--- config.mk ---
export PLATFORM = sky130hd
export DESIGN_NAME = pad_if_top
export DESIGN_NICKNAME = d
export VERILOG_FILES = /design/src/hdl/pad_bus_pkg.sv /design/src/hdl/pad_types_pkg.sv /design/src/hdl/pad_bus_decode.sv /design/src/hdl/pad_if_top.sv /design/src/hdl/pad_result_regs.sv /design/src/hdl/pad_scanner.sv
export VERILOG_INCLUDE_DIRS = /design/src /design/src/hdl
export SDC_FILE = /design/constraint.sdc
export NUM_CORES = 1
export LEC_CHECK = 0
export BUFFER_PORTS_ARGS = -buffer_cell sky130_fd_sc_hd__buf_2
export CELL_PAD_IN_SITES_DETAIL_PLACEMENT = 0
export CELL_PAD_IN_SITES_GLOBAL_PLACEMENT = 1
export CORE_UTILIZATION = 30
export DETAILED_ROUTE_END_ITERATION = 12
export PLACE_DENSITY = 0.58
export SLEW_MARGIN = 10
export SYNTH_ARGS = -nofsm -noshare
export SYNTH_HDL_FRONTEND = slang
export SYNTH_SLANG_ARGS = --single-unit
export TNS_END_PERCENT = 100
--- constraint.sdc ---
create_clock -name clk -period 6.2 [get_ports clk]
set_input_delay 0.93 -clock clk [delete_from_list [all_inputs] [get_ports clk]]
set_output_delay 0.93 -clock clk [all_outputs]
set_load 0.05 [all_outputs]
--- src/hdl/pad_settings.svh ---
// scan tick divider, AXI address width and register byte offsets
// shared by the bus front end and the scanner
`ifndef PAD_SETTINGS_SVH
`define PAD_SETTINGS_SVH

// clk cycles per scan tick, one tick per pad select phase
`define PAD_CEN_DIV 8

// AXI4-Lite address width, enough for four word registers
`define PAD_ADDR_W 4

// register map, byte offsets
`define PAD_REG_CTRL 4'h0
`define PAD_REG_P0   4'h4
`define PAD_REG_P1   4'h8
`define PAD_REG_EVT  4'hC

`endif

--- src/hdl/pad_bus_pkg.sv ---
// AXI4-Lite response codes and the register select used between
// the bus front end and the register block
package pad_bus_pkg;

    // only the two responses this slave ever returns
    typedef enum logic [1:0] {
        OKAY   = 2'b00,
        SLVERR = 2'b10
    } axi_resp_t;

    // decoded register target of one transfer
    // SEL_NONE marks an offset outside the map
    typedef enum logic [2:0] {
        SEL_CTRL = 3'd0,
        SEL_P0   = 3'd1,
        SEL_P1   = 3'd2,
        SEL_EVT  = 3'd3,
        SEL_NONE = 3'd4
    } reg_sel_t;

endpackage

--- src/hdl/pad_types_pkg.sv ---
// button word layout of one player and the two views of the raw pad lines
package pad_types_pkg;

    // 12-bit active-high button state of one player
    typedef logic [11:0] pad_buttons_t;

    // bit positions inside pad_buttons_t
    localparam int BTN_UP    = 0;
    localparam int BTN_DOWN  = 1;
    localparam int BTN_LEFT  = 2;
    localparam int BTN_RIGHT = 3;
    localparam int BTN_B     = 4;
    localparam int BTN_C     = 5;
    localparam int BTN_A     = 6;
    localparam int BTN_START = 7;
    localparam int BTN_Z     = 8;
    localparam int BTN_Y     = 9;
    localparam int BTN_X     = 10;
    localparam int BTN_MODE  = 11;

    // the six pad lines after inversion, so a pressed button reads 1
    // in the normal phases the raw view carries up/down/left/right/B/C,
    // after the 6-button handshake the same lines carry Z/Y/X/Mode
    typedef union packed {
        logic [5:0] raw;
        struct packed {
            logic [1:0] unused;
            logic       mode;
            logic       x;
            logic       y;
            logic       z;
        } ext;
    } pad_lines_u;

endpackage

--- src/hdl/pad_bus_decode.sv ---
// AXI4-Lite slave front end of the pad interface
// accepts single transfers and turns addresses into register selects
`timescale 1ns/1ps
`include "pad_settings.svh"

module pad_bus_decode
    import pad_bus_pkg::*;
(
    input  logic                   clk,
    input  logic                   rst,
    // write address and data, taken together
    input  logic                   awvalid,
    output logic                   awready,
    input  logic [`PAD_ADDR_W-1:0] awaddr,
    input  logic                   wvalid,
    output logic                   wready,
    input  logic [31:0]            wdata,
    // write response
    output logic                   bvalid,
    input  logic                   bready,
    output axi_resp_t              bresp,
    // read address and data
    input  logic                   arvalid,
    output logic                   arready,
    input  logic [`PAD_ADDR_W-1:0] araddr,
    output logic                   rvalid,
    input  logic                   rready,
    output logic [31:0]            rdata,
    output axi_resp_t              rresp,
    // register block side
    output logic                   wr_en,
    output reg_sel_t               wr_sel,
    output logic [31:0]            wr_data,
    output logic                   rd_en,
    output reg_sel_t               rd_sel,
    input  logic [31:0]            rd_data
);

    logic wr_accept;
    logic rd_accept;

    // word offsets of the map, anything else including unaligned
    // offsets falls to SEL_NONE
    function automatic reg_sel_t addr_to_sel(input logic [`PAD_ADDR_W-1:0] addr);
        case (addr)
            `PAD_REG_CTRL: return SEL_CTRL;
            `PAD_REG_P0:   return SEL_P0;
            `PAD_REG_P1:   return SEL_P1;
            `PAD_REG_EVT:  return SEL_EVT;
            default:       return SEL_NONE;
        endcase
    endfunction

    // ========================================
    // write channel
    // ========================================

    // address and data are taken in the same cycle, and only while
    // no response is waiting for bready
    assign wr_accept = awvalid && wvalid && !bvalid;
    assign awready   = wr_accept;
    assign wready    = wr_accept;

    assign wr_en   = wr_accept;
    assign wr_sel  = addr_to_sel(awaddr);
    assign wr_data = wdata;

    always_ff @(posedge clk or posedge rst) begin
        if (rst) begin
            bvalid <= 1'b0;
            bresp  <= OKAY;
        end else if (wr_accept) begin
            bvalid <= 1'b1;
            // only CTRL is writable, the status registers refuse writes
            bresp  <= (wr_sel == SEL_CTRL) ? OKAY : SLVERR;
        end else if (bready) begin
            bvalid <= 1'b0;
        end
    end

    // ========================================
    // read channel
    // ========================================

    assign arready   = !rvalid;
    assign rd_accept = arvalid && !rvalid;
    assign rd_en     = rd_accept;
    assign rd_sel    = addr_to_sel(araddr);

    // the register block updates rd_data only on rd_en, which cannot
    // happen while rvalid is up, so it can feed rdata straight through
    assign rdata = rd_data;

    always_ff @(posedge clk or posedge rst) begin
        if (rst) begin
            rvalid <= 1'b0;
            rresp  <= OKAY;
        end else if (rd_accept) begin
            rvalid <= 1'b1;
            rresp  <= (rd_sel == SEL_NONE) ? SLVERR : OKAY;
        end else if (rready) begin
            rvalid <= 1'b0;
        end
    end

    // a pending read response must not change before the master takes it
    read_data_stable: assert property (
        @(posedge clk) disable iff (rst)
        rvalid && !rready |=> rvalid && $stable(rdata) && $stable(rresp)
    );

endmodule

--- src/hdl/pad_if_top.sv ---
// top level of the pad interface
// AXI4-Lite front end, pad scanner and register block
`timescale 1ns/1ps
`include "pad_settings.svh"

module pad_if_top
    import pad_types_pkg::*, pad_bus_pkg::*;
(
    input  logic                   clk,
    input  logic                   rst,
    input  logic                   awvalid,
    output logic                   awready,
    input  logic [`PAD_ADDR_W-1:0] awaddr,
    input  logic                   wvalid,
    output logic                   wready,
    input  logic [31:0]            wdata,
    output logic                   bvalid,
    input  logic                   bready,
    output axi_resp_t              bresp,
    input  logic                   arvalid,
    output logic                   arready,
    input  logic [`PAD_ADDR_W-1:0] araddr,
    output logic                   rvalid,
    input  logic                   rready,
    output logic [31:0]            rdata,
    output axi_resp_t              rresp,
    // DB9 pad port, lines active low
    output logic                   split,
    output logic                   mdsel,
    input  logic [5:0]             din
);

    logic         wr_en;
    reg_sel_t     wr_sel;
    logic [31:0]  wr_data;
    logic         rd_en;
    reg_sel_t     rd_sel;
    logic [31:0]  rd_data;
    logic         scan_en;
    pad_buttons_t joy0;
    pad_buttons_t joy1;
    logic         sample;

    pad_bus_decode u_pad_bus_decode (
        .clk     (clk),
        .rst     (rst),
        .awvalid (awvalid),
        .awready (awready),
        .awaddr  (awaddr),
        .wvalid  (wvalid),
        .wready  (wready),
        .wdata   (wdata),
        .bvalid  (bvalid),
        .bready  (bready),
        .bresp   (bresp),
        .arvalid (arvalid),
        .arready (arready),
        .araddr  (araddr),
        .rvalid  (rvalid),
        .rready  (rready),
        .rdata   (rdata),
        .rresp   (rresp),
        .wr_en   (wr_en),
        .wr_sel  (wr_sel),
        .wr_data (wr_data),
        .rd_en   (rd_en),
        .rd_sel  (rd_sel),
        .rd_data (rd_data)
    );

    pad_scanner u_pad_scanner (
        .clk     (clk),
        .rst     (rst),
        .scan_en (scan_en),
        .din     (din),
        .split   (split),
        .mdsel   (mdsel),
        .joy0    (joy0),
        .joy1    (joy1),
        .sample  (sample)
    );

    pad_result_regs u_pad_result_regs (
        .clk     (clk),
        .rst     (rst),
        .wr_en   (wr_en),
        .wr_sel  (wr_sel),
        .wr_data (wr_data),
        .rd_en   (rd_en),
        .rd_sel  (rd_sel),
        .joy0    (joy0),
        .joy1    (joy1),
        .sample  (sample),
        .scan_en (scan_en),
        .rd_data (rd_data)
    );

endmodule

--- src/hdl/pad_result_regs.sv ---
// control, player state and press event registers of the pad interface
// and the registered read data path
`timescale 1ns/1ps

module pad_result_regs
    import pad_types_pkg::*, pad_bus_pkg::*;
(
    input  logic         clk,
    input  logic         rst,
    input  logic         wr_en,
    input  reg_sel_t     wr_sel,
    input  logic [31:0]  wr_data,
    input  logic         rd_en,
    input  reg_sel_t     rd_sel,
    input  pad_buttons_t joy0,
    input  pad_buttons_t joy1,
    input  logic         sample,
    output logic         scan_en,
    output logic [31:0]  rd_data
);

    pad_buttons_t p0_q;
    pad_buttons_t p1_q;
    logic [31:0]  evt;
    logic [31:0]  evt_rise;

    // buttons that went from released to pressed since the last sample
    // player 0 in the low half, player 1 from bit 16
    assign evt_rise = sample ? {4'b0, joy1 & ~p1_q, 4'b0, joy0 & ~p0_q} : 32'b0;

    always_ff @(posedge clk or posedge rst) begin
        if (rst) begin
            scan_en <= 1'b0;
            p0_q    <= '0;
            p1_q    <= '0;
            evt     <= '0;
        end else begin
            // CTRL bit 0 enables scanning, the other bits are not stored
            if (wr_en && wr_sel == SEL_CTRL) begin
                scan_en <= wr_data[0];
            end
            // both player words are complete when sample pulses
            if (sample) begin
                p0_q <= joy0;
                p1_q <= joy1;
            end
            // reading EVT clears it, but a press in that cycle survives
            if (rd_en && rd_sel == SEL_EVT) begin
                evt <= evt_rise;
            end else begin
                evt <= evt | evt_rise;
            end
        end
    end

    // read data is latched at address acceptance and held for the response
    always_ff @(posedge clk or posedge rst) begin
        if (rst) begin
            rd_data <= '0;
        end else if (rd_en) begin
            case (rd_sel)
                SEL_CTRL: rd_data <= {31'b0, scan_en};
                SEL_P0:   rd_data <= {20'b0, p0_q};
                SEL_P1:   rd_data <= {20'b0, p1_q};
                SEL_EVT:  rd_data <= evt;
                default:  rd_data <= '0;
            endcase
        end
    end

endmodule

--- src/hdl/pad_scanner.sv ---
// Mega Drive pad scanner for two players on one DB9 connector
// drives split and mdsel, samples the lines and builds the 12-button words
`timescale 1ns/1ps
`include "pad_settings.svh"

module pad_scanner
    import pad_types_pkg::*;
(
    input  logic         clk,
    input  logic         rst,
    input  logic         scan_en,
    input  logic [5:0]   din,
    output logic         split,
    output logic         mdsel,
    output pad_buttons_t joy0,
    output pad_buttons_t joy1,
    output logic         sample
);

    localparam int DIV   = `PAD_CEN_DIV;
    localparam int DIV_W = (DIV > 1) ? $clog2(DIV) : 1;

    logic [DIV_W-1:0] div_cnt;
    logic             tick;
    // bit 3 picks the player, bit 0 picks the half of the button word
    logic [3:0]       phase;
    logic             last_split;
    logic             md6;
    pad_buttons_t     joy_scan;
    pad_lines_u       lines;

    // the pad lines are active low
    assign lines.raw = ~din;

    // both selects idle high while scanning is off
    assign split = scan_en ? phase[3] : 1'b1;
    assign mdsel = scan_en ? phase[0] : 1'b1;

    // one tick per select phase, at the end of the phase so the pad
    // has had the whole phase to settle
    assign tick = scan_en && (div_cnt == DIV_W'(DIV - 1));

    always_ff @(posedge clk or posedge rst) begin
        if (rst) begin
            div_cnt    <= '0;
            phase      <= 4'd0;
            last_split <= 1'b0;
            md6        <= 1'b0;
            joy_scan   <= '0;
            joy0       <= '0;
            joy1       <= '0;
            sample     <= 1'b0;
        end else if (!scan_en) begin
            // restart from player 1, low mdsel; last_split matches the
            // first split level so enabling does not fake an edge
            div_cnt    <= '0;
            phase      <= 4'd0;
            last_split <= 1'b0;
            md6        <= 1'b0;
            joy_scan   <= '0;
            sample     <= 1'b0;
        end else begin
            last_split <= split;
            sample     <= 1'b0;
            div_cnt    <= tick ? '0 : div_cnt + 1'b1;

            // ========================================
            // player hand-over at each split edge
            // ========================================
            if (split != last_split) begin
                joy_scan <= '0;
                md6      <= 1'b0;
                if (split) begin
                    // the low split half belongs to player 1
                    joy1 <= joy_scan;
                end else begin
                    joy0   <= joy_scan;
                    sample <= 1'b1;
                end
            end

            // ========================================
            // line capture once per select phase
            // ========================================
            if (tick) begin
                phase <= phase + 4'd1;
                if (!mdsel) begin
                    // a pad pulls lines 3:2 low in every low phase, and a
                    // 6-button pad also pulls 1:0 low on its handshake phase
                    md6 <= (din[1:0] == 2'b00) && (din[3:2] == 2'b00);
                    if (din[3:2] == 2'b00) begin
                        joy_scan[BTN_A]     <= lines.raw[4];
                        joy_scan[BTN_START] <= lines.raw[5];
                    end
                end else if (md6) begin
                    // phase right after the handshake carries the extra buttons
                    joy_scan[BTN_Z]    <= lines.ext.z;
                    joy_scan[BTN_Y]    <= lines.ext.y;
                    joy_scan[BTN_X]    <= lines.ext.x;
                    joy_scan[BTN_MODE] <= lines.ext.mode;
                end else begin
                    joy_scan[BTN_UP]    <= lines.raw[0];
                    joy_scan[BTN_DOWN]  <= lines.raw[1];
                    joy_scan[BTN_LEFT]  <= lines.raw[2];
                    joy_scan[BTN_RIGHT] <= lines.raw[3];
                    joy_scan[BTN_B]     <= lines.raw[4];
                    joy_scan[BTN_C]     <= lines.raw[5];
                end
            end
        end
    end

    // enabling the scan leaves the idle port for player 1 in a low mdsel
    // phase with a fresh tick divider, so the pad sees a whole handshake
    scan_restart: assert property (
        @(posedge clk) disable iff (rst)
        $rose(scan_en) |-> !split && !mdsel && div_cnt == '0
    );

endmodule

==> reports/metrics.csv <==
stage,metric,value,unit
run_status,run_status,completed,
synth,synth_edf_count,0,
pwr,peakVddDrop,0.187,mV
grt,grt_pass1_wl,18.4,mm
cts,cts_hold_buf,0,
worst_setup_path,critPathCaptureType,primary output,
cells_and_area,fin_util,0.370,
timing,finalSetupViolations,0,
cts,insertion_delay,420,ps
synth,synth_top_cell_area_share,0.599,
floorplan,core_area,0.0167,mm²
floorplan,die_y,133,µm
detailed_routing,drt-total-wl,11.3,mm
timing,period_share,0.421,
worst_setup_path,crit_cells,3,
detailed_routing,viasPerCell,4.77,
worst_setup_path,crit_buf_inv,2,
worst_setup_path,timing.rr.end,u_pad_scanner.joy1[6]$_DFFE_PP0P_,
worst_setup_path,critPathCapture,mdsel,
cts,clock_sinks,124,
synth,synthCells,440,
cts,cts_buffers,17,
synth,ys_seq_area_frac,0.599,
floorplan,die_area,0.0178,mm²
synth,yosys-top-cells-area,"dfrtp_1 (60%), mux2_2 (6.7%), a32o_1 (3.9%)",
worst_setup_path,r2r_cells,5,
floorplan,io-pin-count,96,
cts,post_cts_buffers,0,
synth,ys_warn_count,0,
hold_path,min_from,u_pad_scanner.div_cnt[0]$_DFF_PP0_,
worst_setup_path,crit_chain,nor2b_1 > inv_1 > buf_2,
cells_and_area,nFillCells,1676,
job,maxCapViolCount,0,
worst_setup_path,cp_slowest_cell,dfrtp_1,
worst_setup_path,startpoint,u_pad_scanner.phase[0]$_DFFE_PP0P_,
place,gp_congestion,0.730,
grt,grt_remaining_overflow,0,
worst_setup_path,start_kind,flop,
synth,synth.most_common_cell,dfrtp_1,
synth,ys.flop_type,dfrtp_1,
grt,grt_max_degree,69,
pwr,p_per_area,321,mW/mm²
worst_setup_path,ff2ff_setup_slack,4150,ps
timing,fin_setup_tns,0,ps
floorplan,start_util,0.310,
synth,syn_area,0.00518,mm²
hold_path,hold_class,flop to flop,
detailed_routing,drtIter0Drc,205,
worst_setup_path,crit_family,flip-flops,
cells_and_area,syn2layout_area_growth,19.2,%
detailed_routing,drcViolationCount,0,
synth,yosysUniqueCellTypes,41,
timing,period_needed,2610,ps
timing,finalMaxSlewViolations,0,
cts,cts.root.buffer_cell,clkbuf_16,
floorplan,rows,47,
detailed_routing,dr.pass1.iters,5,
worst_setup_path,critPathKind,flop to primary output,
worst_setup_path,path_max_fanout,7,
grt,grt_pass1_vias,3443,
cts,postCtsResizedCells,0,
grt,antenna_found_initial,0,
floorplan,fp.dieW,133,µm
detailed_routing,vias,3461,
synth,ys_top_cells_by_count,"dfrtp_1 (124), nand2_1 (38), inv_1 (32)",
cells_and_area,nets,553,
synth,syn_avg_cell_area,11.8,µm²
cts,htreeDepth,4,
worst_setup_path,r2r_start,u_pad_result_regs.scan_en$_DFFE_PP0P_,
place,dp.final_hpwl,7.24,mm
timing,tightest_slew,1000,ps
cts,cts.clk_slew.worst_paths,60,ps
synth,yosysTopAreaCell,dfrtp_1,
timing,rsz0062_at_grt,false,
timing,slew_headroom,0.329,
cts,cts_max_path_buffers,2,
cells_and_area,drive_gt1_frac,0.259,
cts,cts_tree,built,
detailed_routing,wire_per_inst,15.6,µm
pwr,p_leak,3.00,nW
grt,grt_usage,0.137,
worst_setup_path,crit_required,5270,ps
worst_setup_path,crit_arrival,1680,ps
synth,ys_seq_elements,124,
timing,skew,7.76,ps
cells_and_area,n_antenna_cell,0,
timing,layout_setup_ws,3590,ps
detailed_routing,ant_nets,0,
worst_setup_path,critPathMaxStageDelay,450,ps
place,place_ws,3710,ps
synth,async_flop_share,1.00,
timing,final-hold-violation-count,0,
place,port_buffers,62,
timing,max_freq,383,MHz
[cell families (layout without fill, tap and decap cells)]
logic type | Yosys count | count (layout) | share of synthesized area
adders and majority gates | 5 | 5 | 0.0121
AOI/OAI and AO/OA | 103 | 103 | 0.146
muxes | 34 | 34 | 0.0732
DFF | 124 | 124 | 0.599
buffers and inverters | 65 | 130 | 0.0606
xor gates and xnor gates | 2 | 2 | 0.00338
other | 1 | 2 | 0.000724
and+or+nand+nor | 106 | 106 | 0.105
[flip-flops by register name, summed over array words and instances (netlist names)]
signal                     flops
u_pad_scanner.phase            4
u_pad_scanner.joy1            12
u_pad_scanner.sample           1
u_pad_scanner.last_split       1
u_pad_bus_decode.rvalid        1
u_pad_result_regs.evt         24
u_pad_scanner.joy_scan        12
u_pad_scanner.joy0            12
u_pad_bus_decode.rresp         1
u_pad_result_regs.p0_q        12
u_pad_bus_decode.bvalid        1
u_pad_scanner.md6              1
u_pad_result_regs.p1_q        12
u_pad_result_regs.rd_data     25
u_pad_scanner.div_cnt          3
u_pad_result_regs.scan_en      1
u_pad_bus_decode.bresp         1
[area by class of cell]
cell class | instances | area, µm² | share of cell area
clock buffer | 23 | 488 | 0.0790
tap | 220 | 275 | 0.0446
sequential | 124 | 3100 | 0.502
clock inverter | 7 | 65.1 | 0.0105
timing repair buffer | 68 | 355 | 0.0575
inverter | 32 | 123 | 0.0198
multi-input combinational | 252 | 1770 | 0.286
[cell usage in the layout, fill, tap and decap left out, types with 3 or more instances in the layout]
| cell | count |
|---|---|
| mux2_2 | 31 |
| o21ai_0 | 25 |
| nand2b_1 | 5 |
| and3b_1 | 3 |
| clkbuf_16 | 17 |
| ha_1 | 5 |
| nor3_1 | 3 |
| a21oi_1 | 15 |
| and2_1 | 4 |
| a32o_1 | 20 |
| and3_1 | 8 |
| nor2b_1 | 7 |
| clkinv_2 | 4 |
| inv_1 | 31 |
| mux2i_1 | 3 |
| o21a_1 | 11 |
| nor2_1 | 22 |
| a22o_1 | 12 |
| nand3_1 | 5 |
| buf_4 | 6 |
| o2bb2ai_1 | 4 |
| clkbuf_8 | 4 |
| dfrtp_1 | 124 |
| buf_2 | 62 |
| nand2_1 | 38 |
| a221oi_1 | 11 |
[per-stage QoR]
step | power (mW) | cell area (µm²) | cells | hold slack [ps]
6_report | 1.98 | 6180 | 726 | 440
5_1_grt | 2.07 | 6180 | 726 | 456
4_1_cts | 2.01 | 6180 | 726 | 440
3_5_place_dp | 1.07 | 5630 | 696 | 433
3_3_place_gp | 1.07 | 5630 | 696 | 425
2_1_floorplan | 1.01 | 5190 | 441 | 416
[layer usage]
metal / wire, µm / share of wire / global-route usage
met1: 5750 / 0.51 / 0.192
met2: 4920 / 0.44 / 0.201
met3: 485 / 0.043 / 0.0396
met4: 150 / 0.013 / 0.0511
met5: 0 / 0 / 0
[how the worst min path moves through the flow]
stage                     cells after the start                                 end  slack [ps]
after floorplan                               1  u_pad_scanner.div_cnt[0]$_DFF_PP0_         420
after global placement                        1  u_pad_scanner.div_cnt[0]$_DFF_PP0_         420
after detailed placement                      1  u_pad_scanner.div_cnt[0]$_DFF_PP0_         430
after CTS                                     1  u_pad_scanner.div_cnt[0]$_DFF_PP0_         440
after global routing                          1  u_pad_scanner.div_cnt[0]$_DFF_PP0_         460
final                                         1  u_pad_scanner.div_cnt[0]$_DFF_PP0_         440
[where the power goes]
group | internal [mW] | switching [mW]
combinational | 0.0533 | 0.153
sequential | 0.835 | 0.0134
clock | 0.585 | 0.343
Power figures use the tool's default switching activity.
